<file path="src/logic/rv_core_pkg.sv">
package rv_core_pkg;

	// datapath and register index widths
	localparam int XLEN       = 32;
	localparam int REG_ADDR_W = 5;
	localparam int ALU_OP_W   = 4;
	localparam int TYPE_W     = 2;

	// program counter after reset
	localparam logic [XLEN-1:0] RESET_PC = 32'h0000_0000;

	// major opcodes handled by the decoder
	localparam logic [6:0] OPC_OP     = 7'b0110011;
	localparam logic [6:0] OPC_OP_IMM = 7'b0010011;
	localparam logic [6:0] OPC_LUI    = 7'b0110111;
	localparam logic [6:0] OPC_AUIPC  = 7'b0010111;

	// funct3 field values shared by OP and OP-IMM
	localparam logic [2:0] F3_ADD_SUB = 3'b000;
	localparam logic [2:0] F3_SLL     = 3'b001;
	localparam logic [2:0] F3_SLT     = 3'b010;
	localparam logic [2:0] F3_SLTU    = 3'b011;
	localparam logic [2:0] F3_XOR     = 3'b100;
	localparam logic [2:0] F3_SRL_SRA = 3'b101;
	localparam logic [2:0] F3_OR      = 3'b110;
	localparam logic [2:0] F3_AND     = 3'b111;

	// funct7 values where the alt form selects sub and sra
	localparam logic [6:0] F7_BASE = 7'b0000000;
	localparam logic [6:0] F7_ALT  = 7'b0100000;

	// alu operation codes
	localparam logic [ALU_OP_W-1:0] ALU_ADD    = 4'd0;
	localparam logic [ALU_OP_W-1:0] ALU_SUB    = 4'd1;
	localparam logic [ALU_OP_W-1:0] ALU_SLL    = 4'd2;
	localparam logic [ALU_OP_W-1:0] ALU_SLT    = 4'd3;
	localparam logic [ALU_OP_W-1:0] ALU_SLTU   = 4'd4;
	localparam logic [ALU_OP_W-1:0] ALU_XOR    = 4'd5;
	localparam logic [ALU_OP_W-1:0] ALU_SRL    = 4'd6;
	localparam logic [ALU_OP_W-1:0] ALU_SRA    = 4'd7;
	localparam logic [ALU_OP_W-1:0] ALU_OR     = 4'd8;
	localparam logic [ALU_OP_W-1:0] ALU_AND    = 4'd9;
	// forwards operand b, used for lui
	localparam logic [ALU_OP_W-1:0] ALU_PASS_B = 4'd10;

	// instruction format codes
	// none is zero so a reset decoder reports no format
	localparam logic [TYPE_W-1:0] TYPE_NONE = 2'd0;
	localparam logic [TYPE_W-1:0] TYPE_R    = 2'd1;
	localparam logic [TYPE_W-1:0] TYPE_I    = 2'd2;
	localparam logic [TYPE_W-1:0] TYPE_U    = 2'd3;

endpackage
</file>
<file path="src/logic/exec_core.sv">
`timescale 1ns/100ps

module exec_core (
	input  logic                                 clk,
	input  logic                                 i_rst_n,
	input  logic                                 i_instr_valid,
	input  logic [rv_core_pkg::XLEN-1:0]         i_instr,
	output logic                                 o_wb_valid,
	output logic [rv_core_pkg::REG_ADDR_W-1:0]   o_wb_rd,
	output logic [rv_core_pkg::XLEN-1:0]         o_wb_data,
	output logic                                 o_illegal
);

	logic [rv_core_pkg::XLEN-1:0]          pc;
	logic                                  d_valid;
	logic [rv_core_pkg::REG_ADDR_W-1:0]    d_rd;
	logic [rv_core_pkg::REG_ADDR_W-1:0]    d_rs1;
	logic [rv_core_pkg::REG_ADDR_W-1:0]    d_rs2;
	logic [rv_core_pkg::XLEN-1:0]          d_imm;
	logic [rv_core_pkg::ALU_OP_W-1:0]      d_alu_op;
	logic [rv_core_pkg::TYPE_W-1:0]        d_type;
	logic                                  d_wen;
	logic                                  d_illegal;
	logic [rv_core_pkg::XLEN-1:0]          d_pc;
	logic [rv_core_pkg::XLEN-1:0]          rs1_data;
	logic [rv_core_pkg::XLEN-1:0]          rs2_data;
	logic [rv_core_pkg::XLEN-1:0]          alu_a;
	logic [rv_core_pkg::XLEN-1:0]          alu_b;
	logic [rv_core_pkg::XLEN-1:0]          alu_result;
	logic                                  wr_en;

	// pc advances once per accepted instruction
	always_ff @(posedge clk or negedge i_rst_n) begin
		if (!i_rst_n) begin
			pc <= rv_core_pkg::RESET_PC;
		end else if (i_instr_valid) begin
			pc <= pc + 32'd4;
		end
	end

	instr_decoder u_decode (
		.clk       (clk),
		.i_rst_n   (i_rst_n),
		.i_valid   (i_instr_valid),
		.i_instr   (i_instr),
		.i_pc      (pc),
		.o_valid   (d_valid),
		.o_rd      (d_rd),
		.o_rs1     (d_rs1),
		.o_rs2     (d_rs2),
		.o_imm     (d_imm),
		.o_alu_op  (d_alu_op),
		.o_type    (d_type),
		.o_wen     (d_wen),
		.o_illegal (d_illegal),
		.o_pc      (d_pc)
	);

	assign wr_en = d_valid && d_wen;

	reg_file u_regs (
		.clk        (clk),
		.i_rst_n    (i_rst_n),
		.i_rs1      (d_rs1),
		.i_rs2      (d_rs2),
		.i_we       (wr_en),
		.i_waddr    (d_rd),
		.i_wdata    (alu_result),
		.o_rs1_data (rs1_data),
		.o_rs2_data (rs2_data)
	);

	// operand a is pc for auipc and zero for lui
	always_comb begin
		alu_b = d_imm;
		case (d_type)
			rv_core_pkg::TYPE_R: begin
				alu_a = rs1_data;
				alu_b = rs2_data;
			end
			rv_core_pkg::TYPE_I: begin
				alu_a = rs1_data;
			end
			rv_core_pkg::TYPE_U: begin
				alu_a = (d_alu_op == rv_core_pkg::ALU_PASS_B) ? '0 : d_pc;
			end
			default: begin
				alu_a = '0;
			end
		endcase
	end

	int_alu u_alu (
		.i_op     (d_alu_op),
		.i_a      (alu_a),
		.i_b      (alu_b),
		.o_result (alu_result)
	);

	// writeback register loads on the same edge as the register file write
	always_ff @(posedge clk or negedge i_rst_n) begin
		if (!i_rst_n) begin
			o_wb_valid <= 1'b0;
			o_wb_rd    <= '0;
			o_wb_data  <= '0;
			o_illegal  <= 1'b0;
		end else begin
			o_wb_valid <= wr_en;
			o_wb_rd    <= d_rd;
			o_wb_data  <= alu_result;
			o_illegal  <= d_illegal;
		end
	end

endmodule

</file>
<file path="src/logic/int_alu.sv">
`timescale 1ns/100ps

module int_alu (
	input  logic [rv_core_pkg::ALU_OP_W-1:0]   i_op,
	input  logic [rv_core_pkg::XLEN-1:0]       i_a,
	input  logic [rv_core_pkg::XLEN-1:0]       i_b,
	output logic [rv_core_pkg::XLEN-1:0]       o_result
);

	logic [4:0]                        shamt;
	logic                              lt_signed;
	logic                              lt_unsigned;

	// rv32 shifts use only the low five bits
	assign shamt = i_b[4:0];

	assign lt_signed   = $signed(i_a) < $signed(i_b);
	assign lt_unsigned = i_a < i_b;

	always_comb begin
		case (i_op)
			rv_core_pkg::ALU_ADD: begin
				o_result = i_a + i_b;
			end
			rv_core_pkg::ALU_SUB: begin
				o_result = i_a - i_b;
			end
			rv_core_pkg::ALU_SLL: begin
				o_result = i_a << shamt;
			end
			rv_core_pkg::ALU_SLT: begin
				o_result = {{(rv_core_pkg::XLEN-1){1'b0}}, lt_signed};
			end
			rv_core_pkg::ALU_SLTU: begin
				o_result = {{(rv_core_pkg::XLEN-1){1'b0}}, lt_unsigned};
			end
			rv_core_pkg::ALU_XOR: begin
				o_result = i_a ^ i_b;
			end
			rv_core_pkg::ALU_SRL: begin
				o_result = i_a >> shamt;
			end
			// arithmetic shift keeps the sign bit
			rv_core_pkg::ALU_SRA: begin
				o_result = $unsigned($signed(i_a) >>> shamt);
			end
			rv_core_pkg::ALU_OR: begin
				o_result = i_a | i_b;
			end
			rv_core_pkg::ALU_AND: begin
				o_result = i_a & i_b;
			end
			rv_core_pkg::ALU_PASS_B: begin
				o_result = i_b;
			end
			default: begin
				o_result = '0;
			end
		endcase
	end

endmodule

</file>
<file path="src/logic/reg_file.sv">
`timescale 1ns/100ps

module reg_file (
	input  logic                                 clk,
	input  logic                                 i_rst_n,
	input  logic [rv_core_pkg::REG_ADDR_W-1:0]   i_rs1,
	input  logic [rv_core_pkg::REG_ADDR_W-1:0]   i_rs2,
	input  logic                                 i_we,
	input  logic [rv_core_pkg::REG_ADDR_W-1:0]   i_waddr,
	input  logic [rv_core_pkg::XLEN-1:0]         i_wdata,
	output logic [rv_core_pkg::XLEN-1:0]         o_rs1_data,
	output logic [rv_core_pkg::XLEN-1:0]         o_rs2_data
);

	localparam int NUM_REGS = 2 ** rv_core_pkg::REG_ADDR_W;

	// x0 has no storage
	logic [rv_core_pkg::XLEN-1:0] regs [1:NUM_REGS-1];

	always_ff @(posedge clk or negedge i_rst_n) begin
		if (!i_rst_n) begin
			for (int i = 1; i < NUM_REGS; i++) begin
				regs[i] <= '0;
			end
		end else if (i_we && (i_waddr != '0)) begin
			regs[i_waddr] <= i_wdata;
		end
	end

	// reads see the value written at the previous edge
	always_comb begin
		if (i_rs1 == '0) begin
			o_rs1_data = '0;
		end else begin
			o_rs1_data = regs[i_rs1];
		end

		if (i_rs2 == '0) begin
			o_rs2_data = '0;
		end else begin
			o_rs2_data = regs[i_rs2];
		end
	end

endmodule

</file>
<file path="src/logic/instr_decoder.sv">
`timescale 1ns/100ps

module instr_decoder (
	input  logic                                 clk,
	input  logic                                 i_rst_n,
	input  logic                                 i_valid,
	input  logic [rv_core_pkg::XLEN-1:0]         i_instr,
	input  logic [rv_core_pkg::XLEN-1:0]         i_pc,
	output logic                                 o_valid,
	output logic [rv_core_pkg::REG_ADDR_W-1:0]   o_rd,
	output logic [rv_core_pkg::REG_ADDR_W-1:0]   o_rs1,
	output logic [rv_core_pkg::REG_ADDR_W-1:0]   o_rs2,
	output logic [rv_core_pkg::XLEN-1:0]         o_imm,
	output logic [rv_core_pkg::ALU_OP_W-1:0]     o_alu_op,
	output logic [rv_core_pkg::TYPE_W-1:0]       o_type,
	output logic                                 o_wen,
	output logic                                 o_illegal,
	output logic [rv_core_pkg::XLEN-1:0]         o_pc
);

	logic [6:0]                            opcode;
	logic [2:0]                            funct3;
	logic [6:0]                            funct7;
	logic [rv_core_pkg::REG_ADDR_W-1:0]    rd;
	logic [rv_core_pkg::XLEN-1:0]          i_imm;
	logic [rv_core_pkg::XLEN-1:0]          u_imm;
	logic [rv_core_pkg::XLEN-1:0]          sh_imm;
	logic [rv_core_pkg::XLEN-1:0]          dec_imm;
	logic [rv_core_pkg::ALU_OP_W-1:0]      dec_op;
	logic [rv_core_pkg::TYPE_W-1:0]        dec_type;
	logic                                  dec_legal;
	logic                                  dec_wen;

	// base alu op for a funct3 in both register and immediate forms
	function automatic logic [rv_core_pkg::ALU_OP_W-1:0] base_op(input logic [2:0] f3);
		logic [rv_core_pkg::ALU_OP_W-1:0] op;
		case (f3)
			rv_core_pkg::F3_ADD_SUB: op = rv_core_pkg::ALU_ADD;
			rv_core_pkg::F3_SLL:     op = rv_core_pkg::ALU_SLL;
			rv_core_pkg::F3_SLT:     op = rv_core_pkg::ALU_SLT;
			rv_core_pkg::F3_SLTU:    op = rv_core_pkg::ALU_SLTU;
			rv_core_pkg::F3_XOR:     op = rv_core_pkg::ALU_XOR;
			rv_core_pkg::F3_SRL_SRA: op = rv_core_pkg::ALU_SRL;
			rv_core_pkg::F3_OR:      op = rv_core_pkg::ALU_OR;
			default:                 op = rv_core_pkg::ALU_AND;
		endcase
		return op;
	endfunction

	assign opcode = i_instr[6:0];
	assign rd     = i_instr[11:7];
	assign funct3 = i_instr[14:12];
	assign funct7 = i_instr[31:25];

	// immediates for the supported formats
	assign i_imm  = {{(rv_core_pkg::XLEN-12){i_instr[31]}}, i_instr[31:20]};
	assign u_imm  = {i_instr[31:12], 12'b0};
	assign sh_imm = {{(rv_core_pkg::XLEN-5){1'b0}}, i_instr[24:20]};

	always_comb begin
		dec_imm   = '0;
		dec_op    = rv_core_pkg::ALU_ADD;
		dec_type  = rv_core_pkg::TYPE_NONE;
		dec_legal = 1'b1;

		case (opcode)
			rv_core_pkg::OPC_OP: begin
				dec_type = rv_core_pkg::TYPE_R;
				dec_op   = base_op(funct3);
				if (funct7 == rv_core_pkg::F7_ALT) begin
					// only add and srl have an alternate form
					if (funct3 == rv_core_pkg::F3_ADD_SUB) begin
						dec_op = rv_core_pkg::ALU_SUB;
					end else if (funct3 == rv_core_pkg::F3_SRL_SRA) begin
						dec_op = rv_core_pkg::ALU_SRA;
					end else begin
						dec_legal = 1'b0;
					end
				end else if (funct7 != rv_core_pkg::F7_BASE) begin
					dec_legal = 1'b0;
				end
			end

			rv_core_pkg::OPC_OP_IMM: begin
				dec_type = rv_core_pkg::TYPE_I;
				dec_op   = base_op(funct3);
				dec_imm  = i_imm;
				if (funct3 == rv_core_pkg::F3_SLL) begin
					dec_imm = sh_imm;
					if (funct7 != rv_core_pkg::F7_BASE) begin
						dec_legal = 1'b0;
					end
				end else if (funct3 == rv_core_pkg::F3_SRL_SRA) begin
					dec_imm = sh_imm;
					if (funct7 == rv_core_pkg::F7_ALT) begin
						dec_op = rv_core_pkg::ALU_SRA;
					end else if (funct7 != rv_core_pkg::F7_BASE) begin
						dec_legal = 1'b0;
					end
				end
			end

			rv_core_pkg::OPC_LUI: begin
				dec_type = rv_core_pkg::TYPE_U;
				dec_op   = rv_core_pkg::ALU_PASS_B;
				dec_imm  = u_imm;
			end

			// pc is added in the alu
			rv_core_pkg::OPC_AUIPC: begin
				dec_type = rv_core_pkg::TYPE_U;
				dec_op   = rv_core_pkg::ALU_ADD;
				dec_imm  = u_imm;
			end

			default: begin
				dec_legal = 1'b0;
			end
		endcase
	end

	// x0 destinations never produce a write
	assign dec_wen = dec_legal && (rd != '0);

	always_ff @(posedge clk or negedge i_rst_n) begin
		if (!i_rst_n) begin
			o_valid   <= 1'b0;
			o_illegal <= 1'b0;
			o_wen     <= 1'b0;
			o_rd      <= '0;
			o_rs1     <= '0;
			o_rs2     <= '0;
			o_imm     <= '0;
			o_alu_op  <= '0;
			o_type    <= rv_core_pkg::TYPE_NONE;
			o_pc      <= '0;
		end else begin
			o_valid   <= i_valid;
			o_illegal <= i_valid && !dec_legal;
			if (i_valid) begin
				o_wen    <= dec_wen;
				o_rd     <= rd;
				o_rs1    <= i_instr[19:15];
				o_rs2    <= i_instr[24:20];
				o_imm    <= dec_imm;
				o_alu_op <= dec_op;
				o_type   <= dec_type;
				o_pc     <= i_pc;
			end
		end
	end

endmodule

</file>
<file path="config.mk">
export PLATFORM = sky130hd
export DESIGN_NAME = exec_core
export DESIGN_NICKNAME = d
export VERILOG_FILES = /design/src/logic/rv_core_pkg.sv /design/src/logic/exec_core.sv /design/src/logic/int_alu.sv /design/src/logic/reg_file.sv /design/src/logic/instr_decoder.sv
export SDC_FILE = /design/constraint.sdc
export NUM_CORES = 2
export LEC_CHECK = 0
export BUFFER_PORTS_ARGS = -buffer_cell sky130_fd_sc_hd__buf_2
export CELL_PAD_IN_SITES_DETAIL_PLACEMENT = 0
export CELL_PAD_IN_SITES_GLOBAL_PLACEMENT = 1
export CORE_ASPECT_RATIO = 1.75
export CORE_MARGIN = 10
export CORE_UTILIZATION = 28
export CTS_CLUSTER_DIAMETER = 30
export DETAILED_ROUTE_END_ITERATION = 12
export HOLD_SLACK_MARGIN = 0.08
export PLACE_DENSITY = 0.47
export RECOVER_POWER = 25
export SYNTH_ARGS = -nofsm -noshare
export SYNTH_HDL_FRONTEND = slang
export SYNTH_SLANG_ARGS = --single-unit
</file>
<file path="constraint.sdc">
create_clock -name clk -period 12.9 [get_ports clk]
set_input_delay 1.29 -clock clk [delete_from_list [all_inputs] [get_ports clk]]
set_output_delay 1.29 -clock clk [all_outputs]
set_load 0.02 [all_outputs]
</file>
* Word-level counts from Yosys, hierarchy flattened
Index checks and enable logic that the tools add are counted.
Storage, ports and cells: logic and storage cells 138, register bits after elaboration 1151
Operators by class: eq/ne operators 24, $lt $le $gt $ge 6, bitwise logic cells 6, muxes and demuxes 35, reduce and logical (&&, ||, !) cells 15, $add $sub $neg 3, shifts and indexed selects 3
Operators by type and width (count):
- bitwise mux 992 bit | 1
- 2-to-1 mux 32 bit | 11
- one-hot mux 32 bit (11 select lines) | 1
- binary-select mux 32 bit (select 5 bit) | 2
- demux 32 bit (select 5 bit) | 1
- one-hot mux 32 bit (2 select lines) | 2
- less-than comparator 32 bit | 2
- adder 32 x 3 -> 32 bit (second input constant) | 1
- adder 32 bit | 1
- bitwise AND 32 bit | 1
- OR 32 bit | 1
- left shift 32 x 5 -> 32 bit | 1
- >> shifter 32 x 5 -> 32 bit | 1
- >>> shifter 32 x 5 -> 32 bit | 1
- subtractor 32 bit | 1
- bitwise XOR 32 bit | 1
- one-hot mux 4 bit (7 select lines) | 1
- 2-to-1 mux 4 bit | 6
- == test 7 x 6 -> 1 bit (second input constant) | 3
- >= comparator 6 bit (second input constant) | 3
- inverter 5 -> 6 bit | 3
- == test 4 x 3 -> 1 bit (second input constant) | 4
- == test 7 x 5 -> 1 bit (second input constant) | 2
- == test 4 bit (second input constant) | 3
- 20 further kinds | 38

* Depth between registers and ports, before layout
depth in word-level cells 9, gate-level depth with buffers 30, gate-level depth less buffers 20

* Hierarchy
Synthesis repeated with hierarchy kept, for this count alone.
Second synthesis, totals: cells, all modules 5996, area total of the unflattened synthesis 69210.1 sq um
By module, submodules not included:
- reg_file | instances 1, area an instance 53385.0 sq um, cells an instance 4066
- int_alu | instances 1, area an instance 8972.4 sq um, cells an instance 1350
- instr_decoder | instances 1, area an instance 3648.5 sq um, cells an instance 310
- exec_core | instances 1, area an instance 3204.3 sq um, cells an instance 270

* Worst setup path after synthesis
No wires, ideal clock.
path type register -> register, from register u_decode.o_rs2[0] in the netlist's numbering, to register u_regs.regs[121] in the netlist's numbering, path slack 6.040 ns, cell stages (with the launch flop) 28, arrival time 6.727 ns, data required time 12.767 ns, setup time 0.133 ns, period minus slack after synthesis 6.860 ns, cell sequence dfrtp_1 > buf_6 > buf_12 > buf_12 > buf_6 > buf_6 > buf_6 > buf_2 > buf_4 > buf_2 > mux4_2 > mux4_2 > mux2i_1 > o21ai_0 > ha_1 > clkbuf_1 > nand2b_1 > a21oi_1 > a21oi_1 > a2111oi_0 > o31ai_1 > a21bo_2 > a31oi_1 > nor2_1 > o32a_1 > a211oi_1 > clkbuf_1 > o21ai_0
Between the ends: cells in the longest elaborated chain, start to end 9, elaborated cells on any way between the ends 17
Ends and longest elaborated chain:
- from (decl) | RTL line instr_decoder.sv:12 | output logic [rv_core_pkg::REG_ADDR_W-1:0] o_rs2,
- from (signal assigned) | RTL line instr_decoder.sv:144 | o_rs2 <= i_instr[24:20];
- inverter 5 -> 6 bit (implied by the code) | RTL line reg_file.sv:41 | o_rs2_data = regs[i_rs2];
- binary-select mux 32 bit (select 5 bit) | RTL line reg_file.sv:41
- 2-to-1 mux 32 bit (implied by the code) (2 in a row) | RTL line reg_file.sv:41
- 2-to-1 mux 32 bit (*) | RTL line reg_file.sv:38 | if (i_rs2 == '0) begin
- 2-to-1 mux 32 bit (*) | RTL line exec_core.sv:76 | case (d_type)
- subtractor 32 bit, or another cell as far along | RTL line int_alu.sv:26 | o_result = i_a - i_b;
- one-hot mux 32 bit (11 select lines) (*) | RTL line int_alu.sv:21 | case (i_op)
- bitwise mux 992 bit (*) | RTL line reg_file.sv:26 | regs[i_waddr] <= i_wdata;
- to (signal, indexed assignment) | RTL line reg_file.sv:26
- to (decl) | RTL line reg_file.sv:18 | logic [rv_core_pkg::XLEN-1:0] regs [1:NUM_REGS-1];
Mark *: on every way between the ends. The rest lies on a longest branch, timed or not. The select of a mux whose other input is x is not followed. A chain may end at the register's enable or synchronous reset.

==> results list <==
- WL/cell: 35.5 um
- Summed over all cells, the static leakage comes to 34.2 nW.
* Top cells by area in the synthesized netlist: sky130_fd_sc_hd__dfrtp_1, sky130_fd_sc_hd__mux4_2, sky130_fd_sc_hd__mux2i_1
* Total nets after synthesis: 6835
* Largest fanout of any net on the critical path: 126
- In this run, the number of DRC markers left after iteration 0 of detailed routing was 4764.
* GR met1 Demand/Resource: 28.5%
- Number of clock sinks: 1147
- WL final: 359000 um
* Final nets: 6789
* Overflow left after global routing: 0
- The average instance in the mapped netlist occupies 10.2 um^2.
- Global routing used 26.3% of the available tracks across all layers.
- Summed over all failing endpoints, the final setup total negative slack is 0 ns.
- For this run, asynchronously set or reset flops after synthesis account for 100%.
* Routability cong.: 0.996
- Summed over its instances, the top area cell type makes up 42.0% of the synthesized netlist area.
- Largest voltage drop on the vdd net: 0.000110 V
- The hold violation count in the final report came to 0.
- Standard-cell row count: 239
- The final critical path takes up 74.0% of the cycle.
- STA puts the critical path data arrival time at 10.43 ns.
- In this run the power density over the cells is 141 mW/mm^2.
- Detailed placement finished with a half-perimeter wire length of 253000 um.
- Global routing used 3.80% of the available met3 tracks.
* Slew @ Worst Pin: 7.90 ns
- Hold is met by 0.362 ns.
* Via count of the first global-routing pass: 58.7k
- Hold-fix buffers at CTS: 0
* Clock tree skew after final layout: 0.0871 ns
- The post-route netlist has 23.0% of its cells at a drive strength greater than 1.
* Net Sw Frac: 27.9%
- Slew headroom: -426%
- The die is 393 um wide.
- Via count normalized by instance count: 5.67
* Minimum period implied by the final worst setup slack: 9.54 ns
- Clock tree synthesis selected as its root buffer the cell sky130_fd_sc_hd__clkbuf_16.
- The critical path contains buffers and inverters numbering 3 combined.
- The clock passes through at most 4 buffers.
* Post-synth EDFFs: 0
- Number of antenna violations at the first check in global routing: 19
* Placed Instance Area: 0.0724 mm^2
- Syn Std Cell Area: 0.0683 mm^2
- The worst hold path belongs to the class flop to flop.
* Floorplan die height: 673 um
- The largest total area in the synthesized netlist belongs to sky130_fd_sc_hd__dfrtp_1.
- Across the run, the number of max-cap violations was 4.
- Prior to clock tree synthesis, the placed netlist has a worst setup slack of 4.14 ns.
- First-pass GRT wire length: 495000 um
- Setup repair after global routing left no endpoint under its margin.
- Total core area: 0.243 mm^2
* Iteration count of the initial detailed-routing pass: 8
- Clock-pin slew was measured on the worst setup and hold paths at 0.05 ns.
- Critical path required time: 13.79 ns
- Largest stage delay on the critical path: 5.27 ns
- During synthesis, Yosys emitted a total of 0 warnings.
* Combinational cell fraction of total power: 10.6%
- From synthesis to final layout, the design area changed by 18.0%.
- Crit-path leading delay family: buffers and inverters
- In this run, distinct cell masters in the synthesized netlist total 103.
- Type of origin of the critical path: input port
- Fill cells in the final layout number 24.8k.
- GR peak layer: met2
- Critical path class: input port to async pin
- The H-tree was split into 4 levels.
* Flip-flop and latch count after synthesis: 1147
* Leading register cell type out of synthesis: sky130_fd_sc_hd__dfrtp_1
* CTS Buf Count: 237
* Critical-path cell list: clkbuf_1 -> clkbuf_1 -> buf_4
- Die Footprint: 0.265 mm^2
* Global routing met2 resource utilization: 46.7%
* DRC Markers: 0
- Among all stages on the critical path, the largest delay is contributed by sky130_fd_sc_hd__clkbuf_1.
- Final critical-path setup slack: 3.36 ns
* Count of mapped cells out of synthesis: 6692
* Violated checks: max-capacitance violations, max-slew violations
- The share of total power dissipated in the clock network is 55.4%.
- The routed layout has 57.3k vias.
* Total internal power: 8.18 mW
- The final number of max-transition violations came to 316.
* Postcts setup bufs: 0
- PortBufs: 73
- Count of boundary I/O pins: 74
- Maximum achievable frequency: 105 MHz
* Net Switching: 3.17 mW
- The share of total power dissipated in sequential elements is 34.0%.
- Counting stages on the worst path, the most repeated cell is sky130_fd_sc_hd__clkbuf_1.
- TritonCTS built the clock tree.
* Sequential share of the synthesized area: 42.0%
- Count of antenna-violating nets left after detailed routing: 0
- In this run, post-CTS repair resized a total of 0 instances.
- After routing the design area is 0.0806 mm^2.
- The clock reaches the later pin of the worst-skew pair after 0.89 ns.
- Once the floorplan was initialized, standard cells occupied 28.2% of the core.
- The run finished, with violations left.
- Entering global routing, the biggest net connects 151 pins.
* Total setup violations reported at the end of the flow: 0
- Kind of end point of the critical path: async pin
[flip-flops by register name, summed over array words and instances (netlist names)]
register and flops:
u_regs.regs 992, o_wb_data 32, u_decode.o_imm 32, pc 30, u_decode.o_pc 30, o_wb_rd 5
u_decode.o_rd 5, u_decode.o_rs1 5, u_decode.o_rs2 5, u_decode.o_alu_op 4, u_decode.o_type 2, o_illegal 1
o_wb_valid 1, u_decode.o_illegal 1, u_decode.o_valid 1, u_decode.o_wen 1
[power by group through the flow]
stage	clock (mW)	sequential [mW]	combinational [mW]
after detailed placement	0	3.92	1.20
after CTS	6.40	3.86	1.21
after global routing	6.55	3.87	1.27
after global placement	0	3.91	1.20
after floorplan	0	3.83	0.707
final	6.29	3.86	1.20
[placed cells by master, fill, tap and decap left out, types with 37 or more instances in the layout]
cell type,count
sky130_fd_sc_hd__a221oi_1,61
sky130_fd_sc_hd__clkinvlp_4,40
sky130_fd_sc_hd__a21oi_1,490
sky130_fd_sc_hd__buf_2,71
sky130_fd_sc_hd__nand2_1,758
sky130_fd_sc_hd__o21ai_0,601
sky130_fd_sc_hd__a22oi_1,105
sky130_fd_sc_hd__nand3_1,96
sky130_fd_sc_hd__mux2_2,276
sky130_fd_sc_hd__mux4_2,362
sky130_fd_sc_hd__nor3_1,61
sky130_fd_sc_hd__a31oi_1,51
sky130_fd_sc_hd__mux2i_1,323
sky130_fd_sc_hd__o211ai_1,40
sky130_fd_sc_hd__dfrtp_1,1139
sky130_fd_sc_hd__clkbuf_16,240
sky130_fd_sc_hd__inv_1,142
sky130_fd_sc_hd__xnor2_1,37
sky130_fd_sc_hd__o22ai_1,55
sky130_fd_sc_hd__a211oi_1,44
sky130_fd_sc_hd__ha_1,105
sky130_fd_sc_hd__buf_4,248
sky130_fd_sc_hd__nor2_1,586
[kinds of logic (layout without fill, tap and decap cells)]
group,after synthesis,in the layout,share of synthesized area (%)
muxes,991,991,22.3
other,0,17,0
buffers and inverters,771,916,5.13
and+or+nand+nor,1791,1791,11.1
AOI/OAI and AO/OA,1837,1837,16.8
DFF,1147,1147,42.0
adders and majority gates,108,108,2.00
xor gates and xnor gates,47,47,0.603
[synth_stat cells (96+ instances only)]
| library cell | count |
|---|---|
| sky130_fd_sc_hd__a21oi_1 | 493 |
| sky130_fd_sc_hd__a22oi_1 | 105 |
| sky130_fd_sc_hd__buf_2 | 150 |
| sky130_fd_sc_hd__clkbuf_1 | 353 |
| sky130_fd_sc_hd__dfrtp_1 | 1147 |
| sky130_fd_sc_hd__ha_1 | 106 |
| sky130_fd_sc_hd__inv_1 | 145 |
| sky130_fd_sc_hd__mux2_2 | 277 |
| sky130_fd_sc_hd__mux2i_1 | 324 |
| sky130_fd_sc_hd__mux4_2 | 362 |
| sky130_fd_sc_hd__nand2_1 | 780 |
| sky130_fd_sc_hd__nand3_1 | 96 |
| sky130_fd_sc_hd__nor2_1 | 624 |
| sky130_fd_sc_hd__o21ai_0 | 603 |
[cell type report]
type | instances | area (um^2) | area share (%)
clock inverters | 150 | 1720 | 2.13
clock buffers | 280 | 6420 | 7.96
multi-input cells | 4774 | 36600 | 45.5
well taps | 3253 | 4070 | 5.05
repair buffers | 333 | 2370 | 2.94
flip-flops and latches | 1147 | 28700 | 35.7
diodes | 17 | 42.5 | 0.0528
inverters | 153 | 577 | 0.716
[routing by layer]
metal / share of wire (%) / wire length [um]
met4: 8.7 / 31300
met1: 36 / 130000
met3: 4.5 / 16300
met2: 50 / 181000
met5: 0.0022 / 8
[worst register-to-register path, delay by kind of cell (launching register included)]
family          cells  cell delay [ns]
compound gates     10             4.84
fa+ha+maj           1             0.47
buf+inv             4             1.63
simple gates        5             0.97
flops               1             0.79
[path summary, 6_finish.rpt]
| kind | startpoint | endpoint | slack (ns) | depth (start not counted) |
|---|---|---|---|---|
| worst max-delay path | i_rst_n | o_wb_data[9] | 3.36 | 3 |
| worst min-delay path | u_decode.o_illegal | o_illegal | 0.36 | 0 |
| worst max register to register | u_decode.o_rs1[0] | u_regs.regs[827] | 3.99 | 20 |
| worst min register to register | u_decode.o_illegal | o_illegal | 0.36 | 0 |
| max in group clk | u_decode.o_rs1[0] | u_regs.regs[827] | 3.99 | 20 |
| min in group asynchronous | i_rst_n | o_wb_data[10] | 3.39 | 1 |
[metrics by stage]
step	util [%]	std cells	total power, mW
2_1_floorplan	-	6692	4.54
3_3_place_gp	29.9	9658	5.11
3_5_place_dp	29.9	9658	5.12
4_1_cts	33.2	10100	11.5
5_1_grt	33.2	10100	11.7
6_report	33.2	10100	11.4
No activity file was read; power rests on OpenSTA's default activity.
